[src/verilog/fpRegRead_consts.svh]
////////////////////
// Sizes for the FP register read path
// Register number and immediate share one width
// Active-list size is a power of two
////////////////////
`ifndef FP_REG_READ_CONSTS_SVH
`define FP_REG_READ_CONSTS_SVH

// Issue lanes into the read stage
`define FP_ISSUE_WIDTH 2

// Source operands per micro-op
`define FP_SRC_NUM 3

// Physical FP registers
`define FP_PREG_NUM 32
`define FP_PREG_NUM_WIDTH 5

// Register word
`define FP_DATA_WIDTH 64

// Active-list pointer, 16 entries
`define ACTIVE_LIST_WIDTH 4

`endif

[src/verilog/fpRegReadPkg.sv]
////////////////////
// Micro-op and operand types for the FP read path
// A source word is a register number or a 5-bit
// immediate, chosen by that source's operand type
////////////////////
`include "fpRegRead_consts.svh"

package fpRegReadPkg;

    typedef logic [`FP_PREG_NUM_WIDTH-1:0] PRegNum;
    typedef logic [`FP_DATA_WIDTH-1:0] FpData;
    typedef logic [`ACTIVE_LIST_WIDTH-1:0] ActiveListPtr;

    typedef enum logic {
        OOT_REG = 1'b0,
        OOT_IMM = 1'b1
    } OperandType;

    typedef enum logic [2:0] {
        FP_OP_ADD  = 3'd0,
        FP_OP_MUL  = 3'd1,
        FP_OP_FMA  = 3'd2,
        FP_OP_DIV  = 3'd3,
        FP_OP_SQRT = 3'd4,
        FP_OP_MOVE = 3'd5
    } FpOpType;

    // Same 5 bits, two readings
    typedef union packed {
        PRegNum regNum;
        logic [`FP_PREG_NUM_WIDTH-1:0] imm;
    } SrcField;

    typedef struct packed {
        FpOpType opType;
        OperandType [`FP_SRC_NUM-1:0] operandType;
        SrcField [`FP_SRC_NUM-1:0] src;
        logic writeReg;
        PRegNum dstReg;
        ActiveListPtr activeListPtr;
    } FpIssuedOp;

    typedef struct packed {
        FpData data;
        logic ready;
    } FpOperand;

    // Range runs from head up to but not including tail,
    // wrapping past the last entry; head equal to tail is empty
    function automatic logic inFlushRange(
        input logic flushActive,
        input logic flushAll,
        input ActiveListPtr head,
        input ActiveListPtr tail,
        input ActiveListPtr ptr
    );
        logic inRange;
        if (head <= tail) begin
            inRange = (ptr >= head) && (ptr < tail);
        end else begin
            inRange = (ptr >= head) || (ptr < tail);
        end
        return flushActive && (flushAll || inRange);
    endfunction

endpackage

[src/verilog/fpRegisterReadStage.sv]
////////////////////
// FP register read stage
// Flush is checked while the op sits in the stage register
// rrValid is low during stall, so the next latch holds
////////////////////
`include "fpRegRead_consts.svh"

module fpRegisterReadStage (
    input  logic clk,
    input  logic reset,
    input  logic stall,
    input  logic clear,

    // From issue
    input  logic issueValid [`FP_ISSUE_WIDTH],
    input  fpRegReadPkg::FpIssuedOp issueOp [`FP_ISSUE_WIDTH],

    // Recovery
    input  logic flushActive,
    input  logic flushAll,
    input  fpRegReadPkg::ActiveListPtr flushHead,
    input  fpRegReadPkg::ActiveListPtr flushTail,

    // Register file
    output fpRegReadPkg::PRegNum readReg [`FP_ISSUE_WIDTH][`FP_SRC_NUM],
    input  fpRegReadPkg::FpOperand regData [`FP_ISSUE_WIDTH][`FP_SRC_NUM],

    // To the execute latch
    output logic rrValid [`FP_ISSUE_WIDTH],
    output fpRegReadPkg::FpIssuedOp rrOp [`FP_ISSUE_WIDTH],
    output fpRegReadPkg::FpOperand rrOperand [`FP_ISSUE_WIDTH][`FP_SRC_NUM],
    output logic rrFlushed [`FP_ISSUE_WIDTH]
);

    logic pipeValid [`FP_ISSUE_WIDTH];
    fpRegReadPkg::FpIssuedOp pipeOp [`FP_ISSUE_WIDTH];

    logic flush [`FP_ISSUE_WIDTH];
    logic isDivSqrt [`FP_ISSUE_WIDTH];

    always_ff @(posedge clk) begin
        if (reset) begin
            for (int i = 0; i < `FP_ISSUE_WIDTH; i++) begin
                pipeValid[i] <= 1'b0;
            end
        end else if (!stall) begin
            pipeValid <= issueValid;
        end
    end

    always_ff @(posedge clk) begin
        if (!stall) begin
            pipeOp <= issueOp;
        end
    end

    always_comb begin
        for (int i = 0; i < `FP_ISSUE_WIDTH; i++) begin
            flush[i] = fpRegReadPkg::inFlushRange(
                flushActive,
                flushAll,
                flushHead,
                flushTail,
                pipeOp[i].activeListPtr
            );
            isDivSqrt[i] = pipeOp[i].opType inside {
                fpRegReadPkg::FP_OP_DIV,
                fpRegReadPkg::FP_OP_SQRT
            };

            for (int s = 0; s < `FP_SRC_NUM; s++) begin
                readReg[i][s] = pipeOp[i].src[s].regNum;
                if (pipeOp[i].operandType[s] == fpRegReadPkg::OOT_REG) begin
                    rrOperand[i][s] = regData[i][s];
                end else begin
                    // Immediates are always ready
                    rrOperand[i][s].data = fpRegReadPkg::FpData'(pipeOp[i].src[s].imm);
                    rrOperand[i][s].ready = 1'b1;
                end
            end

            rrValid[i] = pipeValid[i] && !(stall || clear || flush[i]);

            // A flushed div or sqrt gives back its divider slot.
            // Only once the stage moves, so the pulse is not repeated
            rrFlushed[i] = pipeValid[i] && flush[i] && isDivSqrt[i] && !stall;

            rrOp[i] = pipeOp[i];
        end
    end

endmodule
[config.mk]
export PLATFORM = sky130hd
export DESIGN_NAME = fpRegisterReadStage
export DESIGN_NICKNAME = d
export VERILOG_FILES = /design/src/verilog/fpRegReadPkg.sv /design/src/verilog/fpRegisterReadStage.sv
export VERILOG_INCLUDE_DIRS = /design/src /design/src/verilog
export SDC_FILE = /design/constraint.sdc
export NUM_CORES = 1
export LEC_CHECK = 0
export ABC_AREA = 1
export BUFFER_PORTS_ARGS = -buffer_cell sky130_fd_sc_hd__buf_4
export CAP_MARGIN = 25
export CORE_AREA = 8 8 368 370
export CTS_CLUSTER_DIAMETER = 30
export DETAILED_ROUTE_END_ITERATION = 10
export DIE_AREA = 0 0 376 378
export SYNTH_ARGS = -nofsm -noshare
export SYNTH_HDL_FRONTEND = slang
export SYNTH_SLANG_ARGS = --single-unit
[constraint.sdc]
create_clock -name clk -period 3 [get_ports clk]
set_input_delay 0.6 -clock clk [delete_from_list [all_inputs] [get_ports clk]]
set_output_delay 0.6 -clock clk [all_outputs]
set_load 0.01 [all_outputs]
==> flow_summary.ini <==
[run_status]
status = complete, no violations

[timing]
finalHoldViolations = 0
slew_headroom = 0.3943
fmax_mhz = 375.8
setup_viol = 0
rsz0062_at_grt = false
min_period_ps = 2661
finalMaxSlewViolations = 0
timing.setup.tns_ps = 0
worst_pin_slew_ps = 908.6
clock_skew_ps = 0
timing.hold.ws_ps = 338.3
fin_crit_sh = 0.8871

[pwr]
cellInternalPower_mw = 2.927
power_density_nw_per_um2 = 321.7
switching_power_mw = 2.058
p_seq_frac = 0.234
power_frac_comb = 0.484
p_leak_nw = 8.814
clockPowerShare = 0.282
switching_share = 0.4128
ir_worst_vdd_mv = 0.4571

[synthesis]
syn_area_um2 = 5951
ys_ff_latch = 64
synth_seq_area_share = 0.3196
synth_fp_nets = 1532
netlist_instances = 1046
avgSynthCellArea_um2 = 5.689
ys_types = 18
synth_warnings = 0

[worst_setup_path]
start_kind = input port
slowest_delay_ps = 260
cp_top_family = buffers and inverters
crit_path_end_kind = output port
cpMostUsedCell = nand2_1
cp_max_fo = 4
critPathLaunch = flushTail[3]
required_ps = 2400
arrival_ps = 2060
path_buf_inv = 4
cpMaxStageDelayCell = ha_1
worstPathCellList = buf_4 -> inv_1 -> ha_1 -> nand2_1 -> inv_2 -> nand2_1 -> nand2_1 -> nand2_2 -> nor2_1 -> nor2_1 -> nand2_1 -> a21oi_1 -> buf_4
r2r_start = pipeValid[0]
critical_path_class = input port to output port

[finish]
nets = 2436
area_growth_pct = 160.5
drive_above_1_share = 0.5069
nFillCells = 15320

[grt]
grt_pass1_vias = 10160
grt_max_degree = 68
track_usage = 0.1498
overflow = 0
grt_pass1_wl_um = 132900
antenna_found_initial = 147

[drt]
ant_nets = 0
routedWlPerCell_um = 29.92
num_vias = 10600
via_per_inst = 2.811
drc = 0
drt_iter0_drc = 719
routed_wl_um = 112800
first_pass_iters = 5

[clock_network]
post-cts-setup-buffers = 0
cts_hold_buf = 0
cts.clk_slew.worst_paths_ps = 100
cts_num_sinks = 64
cts_buffers = 9
cts_max_level = 3
cts_tree = yes
clk_latency_ps = 390
root_buffer = clkbuf_16
cts_resized = 0
cts.path.max_buffers = 2

[placement]
port_buffers = 953
place.gp.congestion = 0.9823
place_hpwl_um = 105300

[job]
drv_cap = 0

[floorplan]
die_x_um = 376
die_h_um = 378
rows = 133
initial_core_util = 0.04573
coreArea_um2 = 130100
die-area_um2 = 142100
num_io_pins = 954

[worst_hold_path]
hp-start = issueOp[27]
min-delay-path-class = input port to register
## registers in the layout, indices dropped and copies added, names as in the netlist
name	count
pipeValid	2
readReg	30
rrOp	32
## cell usage after synthesis, drive strengths merged
cell / n / area [um^2]
clkbuf: 12 / 45.04
buf: 60 / 375.4
a21oi: 11 / 55.05
nand2: 126 / 475.5
ha: 18 / 225.2
dfxtp: 2 / 40.04
a21o: 2 / 15.01
o21ai: 4 / 20.02
nor2: 361 / 1360
nand4: 2 / 12.51
or2: 6 / 37.54
inv: 379 / 1423
nand3: 1 / 5.000
edfxtp: 62 / 1862
## layout make-up
cell class	count	area (um^2)	share of cell area
tap	1755	2196	0.1417
clock inverter	5	81.33	0.005247
multi-input combinational	531	2206	0.1423
timing repair buffer	965	7295	0.4706
sequential	64	1902	0.1227
inverter	379	1425	0.09194
clock buffer	11	242.7	0.01566
antenna	61	152.6	0.009848
## layer usage
metal,up-vias,wire length (um),GRT usage
met5,-,741,0
met3,177,20080,0.1278
met4,116,2441,0.02794
met2,695,48330,0.2288
met1,4902,41250,0.1590
li1,4710,-,-
## cells by family (layout without fill, tap and decap cells)
family / after synthesis / in the layout / synth area share
and+or+nand+nor: 496 / 496 / 0.3177
buffers and inverters: 451 / 1360 / 0.3097
DFF: 64 / 64 / 0.3196
adders and majority gates: 18 / 18 / 0.03785
AOI/OAI and AO/OA: 17 / 17 / 0.01514
other: 0 / 61 / 0
## power groups by stage
| stage | logic [mW] | registers [mW] | clock network, mW |
|---|---|---|---|
| after floorplan | 0.724 | 1.16 | 0 |
| after global placement | 2.47 | 1.19 | 0 |
| after detailed placement | 2.49 | 1.19 | 0 |
| after CTS | 2.50 | 1.17 | 1.52 |
| after global routing | 2.58 | 1.18 | 1.51 |
| final | 2.41 | 1.17 | 1.40 |
## stage by stage
step                std cells  total power [mW]  setup WS [ps]  cell area [um^2]    util
finish                   3771             4.986          338.8             15500  0.1191
global route             3717             5.266          137.6             15360  0.1181
CTS                      3710             5.190          305.7             15350  0.1179
detailed placement       3694             3.682          363.2             15020  0.1154
global placement         3694             3.657          404.6             15020  0.1154
floorplan                1046             1.880          98.72              5951       -
## worst paths after layout
path / to / slack (ps) / cells past startpoint
max: rrValid[1] / 340 / 13
min: rrOp[27] / 340 / 1
max reg2reg: pipeValid[0] / 2370 / 2
min reg2reg: pipeValid[1] / 480 / 2
## placed cells by master (no fill, tap or decap)
cell type,synthesis,final
inv_1,378,377
clkbuf_16,0,9
diode_2,0,61
edfxtp_1,62,62
ha_1,18,18
buf_12,0,4
nand4_1,2,2
nor2_1,359,359
inv_4,0,1
bufinv_16,0,2
nand3_1,1,1
clkinv_2,0,1
a21oi_1,11,11
nand2_2,1,1
clkbuf_1,12,1
o21ai_0,4,4
clkbuf_8,0,1
or2_2,6,6
clkinv_4,0,1
clkinvlp_4,0,1
nand2_1,125,125
a21o_1,2,2
dfxtp_1,2,2
nor2_2,2,2
buf_4,30,961
inv_2,1,1
(Power assumes the default switching activity.)
