==> config.mk <==
export PLATFORM = sky130hd
export DESIGN_NAME = fpExecuteLatch
export DESIGN_NICKNAME = d
export VERILOG_FILES = /design/src/verilog/fpRegReadPkg.sv /design/src/verilog/fpExecuteLatch.sv
export VERILOG_INCLUDE_DIRS = /design/src /design/src/verilog
export SDC_FILE = /design/constraint.sdc
export NUM_CORES = 1
export LEC_CHECK = 0
export BUFFER_PORTS_ARGS = -buffer_cell sky130_fd_sc_hd__buf_2
export CAP_MARGIN = 20
export CELL_PAD_IN_SITES_DETAIL_PLACEMENT = 0
export CELL_PAD_IN_SITES_GLOBAL_PLACEMENT = 1
export CORE_AREA = 2 2 362 364
export DETAILED_ROUTE_END_ITERATION = 6
export DIE_AREA = 0 0 364 366
export GPL_ROUTABILITY_DRIVEN = 0
export PLACE_DENSITY = 0.39
export SYNTH_ARGS = -nofsm -noshare
export SYNTH_HDL_FRONTEND = slang
export SYNTH_SLANG_ARGS = --single-unit
==> constraint.sdc <==
create_clock -name clk -period 11.3 [get_ports clk]
set_input_delay 0.565 -clock clk [delete_from_list [all_inputs] [get_ports clk]]
set_output_delay 0.565 -clock clk [all_outputs]
set_load 0.01 [all_outputs]
==> src/verilog/fpRegRead_consts.svh <==
////////////////////
// Sizes for the FP register read path
// Register number and immediate share one width
// Active-list size is a power of two
////////////////////
`ifndef FP_REG_READ_CONSTS_SVH
`define FP_REG_READ_CONSTS_SVH

// Issue lanes into the read stage
`define FP_ISSUE_WIDTH 2

// Source operands per micro-op
`define FP_SRC_NUM 3

// Physical FP registers
`define FP_PREG_NUM 32
`define FP_PREG_NUM_WIDTH 5

// Register word
`define FP_DATA_WIDTH 64

// Active-list pointer, 16 entries
`define ACTIVE_LIST_WIDTH 4

`endif

==> src/verilog/fpRegReadPkg.sv <==
////////////////////
// Micro-op and operand types for the FP read path
// A source word is a register number or a 5-bit
// immediate, chosen by that source's operand type
////////////////////
`include "fpRegRead_consts.svh"

package fpRegReadPkg;

    typedef logic [`FP_PREG_NUM_WIDTH-1:0] PRegNum;
    typedef logic [`FP_DATA_WIDTH-1:0] FpData;
    typedef logic [`ACTIVE_LIST_WIDTH-1:0] ActiveListPtr;

    typedef enum logic {
        OOT_REG = 1'b0,
        OOT_IMM = 1'b1
    } OperandType;

    typedef enum logic [2:0] {
        FP_OP_ADD  = 3'd0,
        FP_OP_MUL  = 3'd1,
        FP_OP_FMA  = 3'd2,
        FP_OP_DIV  = 3'd3,
        FP_OP_SQRT = 3'd4,
        FP_OP_MOVE = 3'd5
    } FpOpType;

    // Same 5 bits, two readings
    typedef union packed {
        PRegNum regNum;
        logic [`FP_PREG_NUM_WIDTH-1:0] imm;
    } SrcField;

    typedef struct packed {
        FpOpType opType;
        OperandType [`FP_SRC_NUM-1:0] operandType;
        SrcField [`FP_SRC_NUM-1:0] src;
        logic writeReg;
        PRegNum dstReg;
        ActiveListPtr activeListPtr;
    } FpIssuedOp;

    typedef struct packed {
        FpData data;
        logic ready;
    } FpOperand;

    // Range runs from head up to but not including tail,
    // wrapping past the last entry; head equal to tail is empty
    function automatic logic inFlushRange(
        input logic flushActive,
        input logic flushAll,
        input ActiveListPtr head,
        input ActiveListPtr tail,
        input ActiveListPtr ptr
    );
        logic inRange;
        if (head <= tail) begin
            inRange = (ptr >= head) && (ptr < tail);
        end else begin
            inRange = (ptr >= head) || (ptr < tail);
        end
        return flushActive && (flushAll || inRange);
    endfunction

endpackage

==> src/verilog/fpExecuteLatch.sv <==
////////////////////
// Execute-side latch of the FP read path
// Not-ready operands turn the op into a replay
// divRelease is a pulse and is not held by stall
////////////////////
`include "fpRegRead_consts.svh"

module fpExecuteLatch (
    input  logic clk,
    input  logic reset,
    input  logic stall,

    // From the read stage
    input  logic rrValid [`FP_ISSUE_WIDTH],
    input  fpRegReadPkg::FpIssuedOp rrOp [`FP_ISSUE_WIDTH],
    input  fpRegReadPkg::FpOperand rrOperand [`FP_ISSUE_WIDTH][`FP_SRC_NUM],
    input  logic rrFlushed [`FP_ISSUE_WIDTH],

    // To execution
    output logic exValid [`FP_ISSUE_WIDTH],
    output logic exReplay [`FP_ISSUE_WIDTH],
    output fpRegReadPkg::FpIssuedOp exOp [`FP_ISSUE_WIDTH],
    output fpRegReadPkg::FpOperand exOperand [`FP_ISSUE_WIDTH][`FP_SRC_NUM],
    output logic divRelease [`FP_ISSUE_WIDTH]
);

    logic allReady [`FP_ISSUE_WIDTH];

    always_comb begin
        for (int i = 0; i < `FP_ISSUE_WIDTH; i++) begin
            allReady[i] = 1'b1;
            for (int s = 0; s < `FP_SRC_NUM; s++) begin
                allReady[i] = allReady[i] && rrOperand[i][s].ready;
            end
        end
    end

    always_ff @(posedge clk) begin
        if (reset) begin
            for (int i = 0; i < `FP_ISSUE_WIDTH; i++) begin
                exValid[i] <= 1'b0;
                exReplay[i] <= 1'b0;
                divRelease[i] <= 1'b0;
            end
        end else begin
            for (int i = 0; i < `FP_ISSUE_WIDTH; i++) begin
                divRelease[i] <= rrFlushed[i];
                if (!stall) begin
                    exValid[i] <= rrValid[i] && allReady[i];
                    exReplay[i] <= rrValid[i] && !allReady[i];
                end
            end
        end
    end

    // Op and operand payload
    always_ff @(posedge clk) begin
        if (!stall) begin
            exOp <= rrOp;
            exOperand <= rrOperand;
        end
    end

endmodule

==> results of run 1 <==
[Yosys cell counts]
master / count
dfxtp_1: 6
edfxtp_1: 452
and3_1: 2
nor2b_1: 2
o22ai_1: 4
or3b_1: 2
nand2_1: 4
inv_1: 1
nand3_1: 2
[power by group]
group | leakage [nW] | internal, mW | switching (mW)
Combinational | 3.67 | 0.140 | 0.216
Sequential | 4.47 | 2.02 | 0.0451
Clock | 0.884 | 1.04 | 0.759
Total | 9.03 | 3.20 | 1.02
[kinds of logic (layout without fill, tap and decap cells)]
kind of cell,after synthesis,after routing
flip-flops,458,458
buffers and inverters,1,1026
other,0,5
AO/OA/AOI/OAI,4,4
AND/OR/NAND/NOR,12,12
[worst max-delay path, delay by kind of cell]
family                 cells  cell delay (ns)
buffers and inverters      4             2.32
[layout by cell type (no fill, tap or decap), types with 5 or more instances in the layout]
cell type and instances:
buf_2 916, edfxtp_1 452, clkbuf_16 57, clkinv_2 14, clkbuf_1 10, clkinv_1 7
dfxtp_1 6, diode_2 5, inv_6 5, bufinv_16 5, buf_4 5
[layer usage]
layer,track usage [%],up-vias,wire [um]
li1,-,3917,-
met4,2.77,8,1780
met1,10.9,4441,24800
met5,0,-,56
met3,4.30,132,8130
met2,16.4,606,32100
[flip-flops by register name, summed over array words and instances, names as in the netlist]
| name | flops |
|---|---|
| divRelease | 2 |
| exReplay | 2 |
| exOperand | 390 |
| exOp | 62 |
| exValid | 2 |
[worst min path at each step]
stage	from	to	slack [ns]	depth (start not counted)
floorplan	exReplay[0]$_SDFFE_PP0N_	exReplay[0]$_SDFFE_PP0N_	0.50	2
global placement	exReplay[0]$_SDFFE_PP0N_	exReplay[0]$_SDFFE_PP0N_	0.51	2
detailed placement	exReplay[0]$_SDFFE_PP0N_	exReplay[0]$_SDFFE_PP0N_	0.50	2
CTS	rrOperand[60]	exOperand[60]$_DFFE_PN_	0.01	1
global route	rrOperand[294]	exOperand[294]$_DFFE_PN_	0.04	1
finish	rrOperand[73]	exOperand[73]$_DFFE_PN_	0.09	1
[through the flow]
stage	setup slack [ns]	util, %
after global routing	8.28	17.4
after global placement	7.88	16.0
after CTS	8.47	17.4
final	8.50	17.4
after floorplan	1.24	-
after detailed placement	7.77	16.0
[layout make-up]
cell class / instances / area share, %
sequential: 458 / 61.1
timing repair buffer: 921 / 20.6
tap: 1742 / 9.72
clock buffer: 67 / 6.53
clock inverter: 37 / 1.52
multi-input combinational: 16 / 0.413
antenna: 5 / 0.0558
inverter: 1 / 0.0502
==> results, run 1 <==
- The total negative slack for setup checks is 0 ns.
- The number of hold-slack violations in the final timing report is 0.
- The post-layout instance area is ~0.022 mm2.
- The number of placement rows is 132.
- Walking the worst path, the cells encountered are buf_2, inv_8, buf_4, buf_4.
- The die covers 0.133 mm2.
- Setup repair after global routing left no endpoint under its margin.
- Dividing the detail-routed wire length by the instance count gives 20.6 um.
- The power density of the placed cells is 188 mW/mm2.
- The clock network latency to the later pin of the worst-skew pair is ~0.63 ns.
- The synthesized netlist contains 9 unique library cells.
- The H-tree level count is 2.
- After layout, the worst path uses 24.8% of the clock period.
- The pre-antenna-repair detailed-routing pass consisted of 5 iterations.
- The peak supply drop is roughly 0.00010 V.
- The worst hold slack after final layout is about 0.091 ns.
- The number of buffers added for setup after CTS is 0.
- The mean instance size in the synthesized netlist is a little under 30 um2.
- The buffer levels on the longest clock path is 3.
- The area fraction in compound gates after synthesis is 0.181%.
- Global routing finished with a remaining overflow of 0.
- In the routed design, unresolved DRC markers number 0.
- In this run the count of I/O pins placed on the die edge is 917.
- The die is 364 um wide.
- The launch point of the worst path is stall.
- For this design the static power due to leakage is 9.03 nW.
- The detailed router placed between 9000 and 10000 vias in this run.
- The post-detailed-placement cell area is 0.0206 mm2.
- The xor and xnor fraction of the mapped netlist area is 0%.
- The most area-hungry cell type in the Yosys netlist is edfxtp_1.
- Clock-pin slew was measured on the worst setup and hold paths at around 0.06 ns.
- For the worst setup path, the data arrival time is slightly above 3 ns.
- The synthesized instance count is 475.
- Measured against the total synthesized area, the mux share comes to 0%.
- The run finished with clean final reports.
- The count of input and output buffers is 916.
- The area of the multi-input gates is 92.6 um2.
- The floorplan core area is 0.129 mm2.
- The synthesized-area fraction occupied by and/or/nand/nor cells is 0.490%.
- The final count of pins violating max slew was 0.
- The area share of the largest cell type after synthesis is 98.4%.
- Setup violations remaining at the end of the flow were counted as 0.
- The final net count is roughly 1900.
- Including well taps, the total number of placed cells is 3138.
- The initial antenna violation count was between 40 and 50.
- The buffer type at the clock tree root is clkbuf_16.
- STA classifies the critical path startpoint as a primary input.
- The number of nets in the synthesized netlist is 934.
- The area growth from synthesis to layout is 62.6%.
- The critical path is of the primary input to register type.
- The highest fanout seen on the critical path is approximately 110.
- The worst setup path is captured at a register.
- Counting flops and latches in the post-synthesis netlist gives 458.
- Counting cells, the worst reg-to-reg path comes to 2.
- The endpoint identified for the worst register-to-register timing path is exValid[1]$_SDFFE_PP0N_.
- Counting the fill cells in the layout gives around 14000.
- The total number of clock tree sinks is 458.
- The mapped netlist covers 0.0138 mm2.
- After Yosys synthesis, full adders, half adders and majority gates account for 0% of the synthesized area.
- The required time at the worst-slack endpoint is 11.54 ns.
- Entering global routing, the biggest net connects ~110 pins.
- The total routed wirelength is 66900 um.
- Derived from the worst setup path, the maximum achievable clock frequency is 357 MHz.
- Summing all flip-flop and latch instances after layout gives 0.0137 mm2.
- For the pin with the worst max-slew slack, the measured transition is roughly 1.1 ns.
- Sorting the synthesized cells by area gives the leading types as edfxtp_1 (98%), dfxtp_1 (0.87%), o22ai_1 (0.18%).
- The DRC violation total after the first TritonRoute iteration is 600.
- The first global-routing pass estimated 87200 um of wire.
- The critical path ends at exOp[19]$_DFFE_PN_.
- The clock period could shrink to 2.80 ns.
- Max-cap violations in this run came to 0.
- Summing internal, switching and leakage power gives 4.22 mW.
- After the flow finishes, the layout carries non-filler instances totaling 3247.
- The CTS tree is done.
- Among the stages of the critical path, the cell type that occurs most often is buf_4.
- The portion of the post-synthesis area used by sequential elements is 99.3%.
- The final worst clock skew is 0 ns.
- The largest individual stage delay along the critical path comes from the cell buf_4.
- The via count of the first global-routing pass was 10100.
- The placed wire-length estimate after detailed placement is 54800 um.
- Once detail routing completed, the nets flagged for antenna violations numbered 0.
- The number of buffers inserted during clock tree synthesis is 56.
- Buffers inserted to repair hold after CTS numbered 0.
- The worst pin sits at a relative slew slack of 29.4%.
- Measured along the y axis, the die boundary spans 366 um.
- For this run, the number of Yosys warnings is 0.
- After synthesis, the largest family of logic cells by area is simple AND/OR/NAND/NOR gates.
- The starting density of the core is 10.7%.
- Gates resized during post-CTS repair numbered 0.
- The reg-to-reg startpoint is exValid[1]$_SDFFE_PP0N_.
- For this run, the total global-route usage over all layers was measured as 9.68%.
- The worst min-delay path category is primary input to register.
- In this design, the stage delay of the slowest critical-path cell is 0.90 ns.
- The post-detailed-route via-to-cell ratio is 2.80.
- The setup check on the worst reg-to-reg path leaves a slack of approximately 11 ns.
- The post-route netlist has slightly below 70% of its cells at a drive strength greater than 1.
Note: power is estimated with default switching activity, not from simulation.
==> inputs of run 2 (changes only) <==
==> constraint.sdc (replaced) <==
create_clock -name clk -period 2.6 [get_ports clk]
set_input_delay 0.13 -clock clk [delete_from_list [all_inputs] [get_ports clk]]
set_output_delay 0.13 -clock clk [all_outputs]
set_load 0.01 [all_outputs]
==> run 2 against run 1 <==
First-iteration DRC count decreased by 15%; routed wire length decreased by 1.8%; worst setup slack got worse by 7.4 ns; final area rose by 21%; clock power grew to 4.5 times the previous value; largest power group unchanged; critical endpoint is now exOperand[63]$_DFFE_PN_; via count rose by 18%; global-route usage is 0.19 points lower; sequential power rose to 4.3 times the previous value.
==> results, run 2 (synthesized netlist as in run 1, its figures left out) <==
- The run finished with clean final reports.
- Relative to the synthesized area, the layout overhead comes to 97.4%.
- The post-route DRC violation count was 0 (unchanged).
- The signal arrival time at the worst endpoint is 1.80 ns (-1.24 ns).
- The overall die width is 364 um (unchanged).
- The slowest cell on the critical path is dlygate4sd3_1.
- The required time at the worst-slack endpoint was 2.87 ns (-8.67 ns).
- The number of buffers inserted during clock tree synthesis is 56 (unchanged).
- The starting density of the core is 10.7% (unchanged).
- The count of cells along the worst hold path is 2 (+1).
- The number of top-level pins is 917 (unchanged).
- The register bank with the most flops is exOperand.
- The number of setup violations in the final report is 0 (unchanged).
- The fill cell instance count of the final layout was 13800 (-2.3%).
- The buffer levels on the longest clock path is 3 (unchanged).
- The placed wire-length estimate after detailed placement is 51600 um (-5.7%).
- The relative max-transition margin is 58.3% (+29 points).
- The shortest period the worst path allows is between 1.5 and 2 ns.
- The peak supply drop came to 0.000482 V (+380%).
- The number of placement rows was 132 (unchanged).
- The final net count is 2382 (+25%).
- The largest registers in the layout are exOperand (390), exOp (62).
- The worst-case register-to-register setup slack was 1.40 ns (-9.22 ns).
- The number of buffers added for setup after CTS is 0 (unchanged).
- The wire length per cell came to 17.7 um (-14%).
- The height of the chip was 366 um (unchanged).
- The initial antenna violation count is 32 (-29%).
- The overall die area is 0.133 mm2 (unchanged).
- The total routed wirelength is 65700 um (-1.8%).
- In this run the critical register-to-register path is launched from exValid[0]$_SDFFE_PP0N_.
- The delay of the slowest cell on the worst path is 0.56 ns (-0.34 ns).
- The dominant cell type by count on the critical path is buf_12.
- The number of hold-slack violations in the final timing report is 0 (unchanged).
- Setup repair after global routing left no endpoint under its margin.
- The worst slack at placement is 0.947 ns (-6.82 ns).
- The clock network latency to the later pin of the worst-skew pair is 0.63 ns (about the same).
- The worst min-delay path category is primary input to register.
- The number of search-and-repair iterations in the first detailed-routing pass was 6 (+1).
- The power density of the placed cells came to 705 mW/mm2 (+270%).
- The via count is 10800 (+18%).
- The final core utilization was 21.1% (+3.7 points).
- The total power of the final layout is 19.2 mW (+350%).
- The post-route non-filler standard cell count was 3715 (+14%).
- The number of buffers and inverters on the critical path is 5 (+1).
- The H-tree level count was 2 (unchanged).
- The transition time at the pin with the least slew margin is 0.625 ns (-0.433 ns).
- The post-detailed-route via-to-cell ratio is 2.90 (+3.4%).
- The startpoint class of the critical path is a primary input.
- The total global-route track usage is 9.49% (-0.19 points).
- The flip-flop count of the largest register after layout is 390 (unchanged).
- The leakage power summed over all cells came to 11.0 nW (+22%).
- After layout, the worst path uses 59.1% of the clock period.
- Derived from the worst setup path, the maximum achievable clock frequency is 650 MHz.
- The final count of pins violating max slew was 0 (unchanged).
- The worst hold slack after final layout is 0.204 ns (+0.112 ns).
- The largest delay contributor family on the critical path is buffers and inverters.
- The setup path with the least slack is of type primary input to register.
- The highest fanout seen on the critical path is 90 (-19%).
- Leaving out fill and tap cells, the most frequent cell in the layout is buf_2.
- The number of cells upsized or downsized after cts is 0 (unchanged).
- The count of input and output buffers is 916 (unchanged).
- The number of nets still failing antenna checks after routing is 0 (unchanged).
- The largest net degree at the start of global routing came to 106 (-5.4%).
- The via count of the first global-routing pass came to 12100 (+19%).
- The cts-stage hold buffer count is 462 (+462).
- The number of maximum-capacitance constraint violations came to 0 (unchanged).
- The remaining global-route overflow came to 0 (unchanged).
- The total number of clock tree sinks came to 458 (unchanged).
- The clock-pin slew on the worst setup and hold paths came to 0.06 ns (about the same).
- The endpoint identified for the worst register-to-register timing path is exValid[0]$_SDFFE_PP0N_.
- The DRC violation total after the first TritonRoute iteration was 511 (-15%).
- TritonCTS built the clock tree.
- The setup slack after layout is 1.06 ns (-7.43 ns).
- The number of placed cells counting well taps was 3145 (+0.22%).
- The buffer type at the clock tree root is clkbuf_16.
- The final worst clock skew came to 0 ns (unchanged).
- The signal on the critical path passes through dlygate4sd3_1, buf_2, clkinvlp_4, buf_12, buf_12.
- The floorplan core area came to 0.129 mm2 (unchanged).
- The cell depth of the worst flop-to-flop path is 3 (+1).
- The top cell types in the final layout, fill and taps aside, are buf_2 (916), dlygate4sd3_1 (462), edfxtp_1 (452), clkbuf_16 (57), clkbuf_1 (13).
- The startpoint identified for the worst hold timing path is rrOperand[106].
- The layout cell share with drive strength beyond 1 is 51.2% (-16 points).
- The launch point of the worst path is stall.
- The worst hold path terminates at exOperand[106]$_DFFE_PN_.
- The global-route wire length before repair is 89400 um (+2.5%).
- The endpoint kind of the worst setup timing path is a register.
-- run 2: cell count changes in the layout (fill, tap and decap cells not counted), moves of 3 or more --
| cell | delta |
|---|---|
| buf_12 | +5 |
| bufinv_16 | +4 |
| clkbuf_1 | +3 |
| clkinv_1 | +4 |
| clkinv_2 | -9 |
| dlygate4sd3_1 | +462 |
-- run 2: per-stage QoR --
step / cell area [um2] / TNS, ns
3_5_place_dp: 20700 / 0
4_1_cts: 27200 / 0
5_1_grt: 27200 / 0
3_3_place_gp: 20700 / 0
2_1_floorplan: 13800 / -2082.53
6_report: 27200 / 0
-- run 2: worst reg2reg max path, delay by kind of cell (launching register included) --
family / cells / cell delay [ns]
flip-flops: 1 / 0.39
buffers and inverters: 1 / 0.55
AND/OR/NAND/NOR: 1 / 0.07
AO/OA/AOI/OAI: 1 / 0.14
-- run 2: final cells by class --
class | instances | area, um2 | share of cell area, %
well taps | 1742 | 2180 | 8.01
repair buffers | 1390 | 9360 | 34.4
flip-flops and latches | 458 | 13700 | 50.3
clock buffers | 70 | 1480 | 5.42
inverters | 1 | 7.51 | 0.0276
clock inverters | 32 | 395 | 1.45
multi-input cells | 16 | 92.6 | 0.340
diodes | 6 | 15.0 | 0.0552
-- run 2: power breakdown --
group	leakage [nW]	internal (mW)	switching, mW
Sequential	4.47	8.77	0.169
Clock	0.904	4.89	3.21
Combinational	5.66	1.08	1.06
Total	11.0	14.7	4.44
-- run 2: worst max path at each step --
stage | cells past startpoint | slack [ns] | to
after global placement | 4 | 0.97 | exOperand[308]$_DFFE_PN_
after CTS | 5 | 1.09 | exOperand[175]$_DFFE_PN_
after global routing | 5 | 1.02 | exOperand[308]$_DFFE_PN_
after detailed placement | 4 | 0.95 | exOperand[175]$_DFFE_PN_
final | 5 | 1.06 | exOperand[63]$_DFFE_PN_
after floorplan | 1 | -4.61 | exOp[0]$_DFFE_PN_
-- run 2: layer usage --
layer	global-route usage, %	share of wire (%)
met5	0	0.15
met4	2.43	2.2
met3	4.16	11
met2	16.7	50
met1	10.3	36
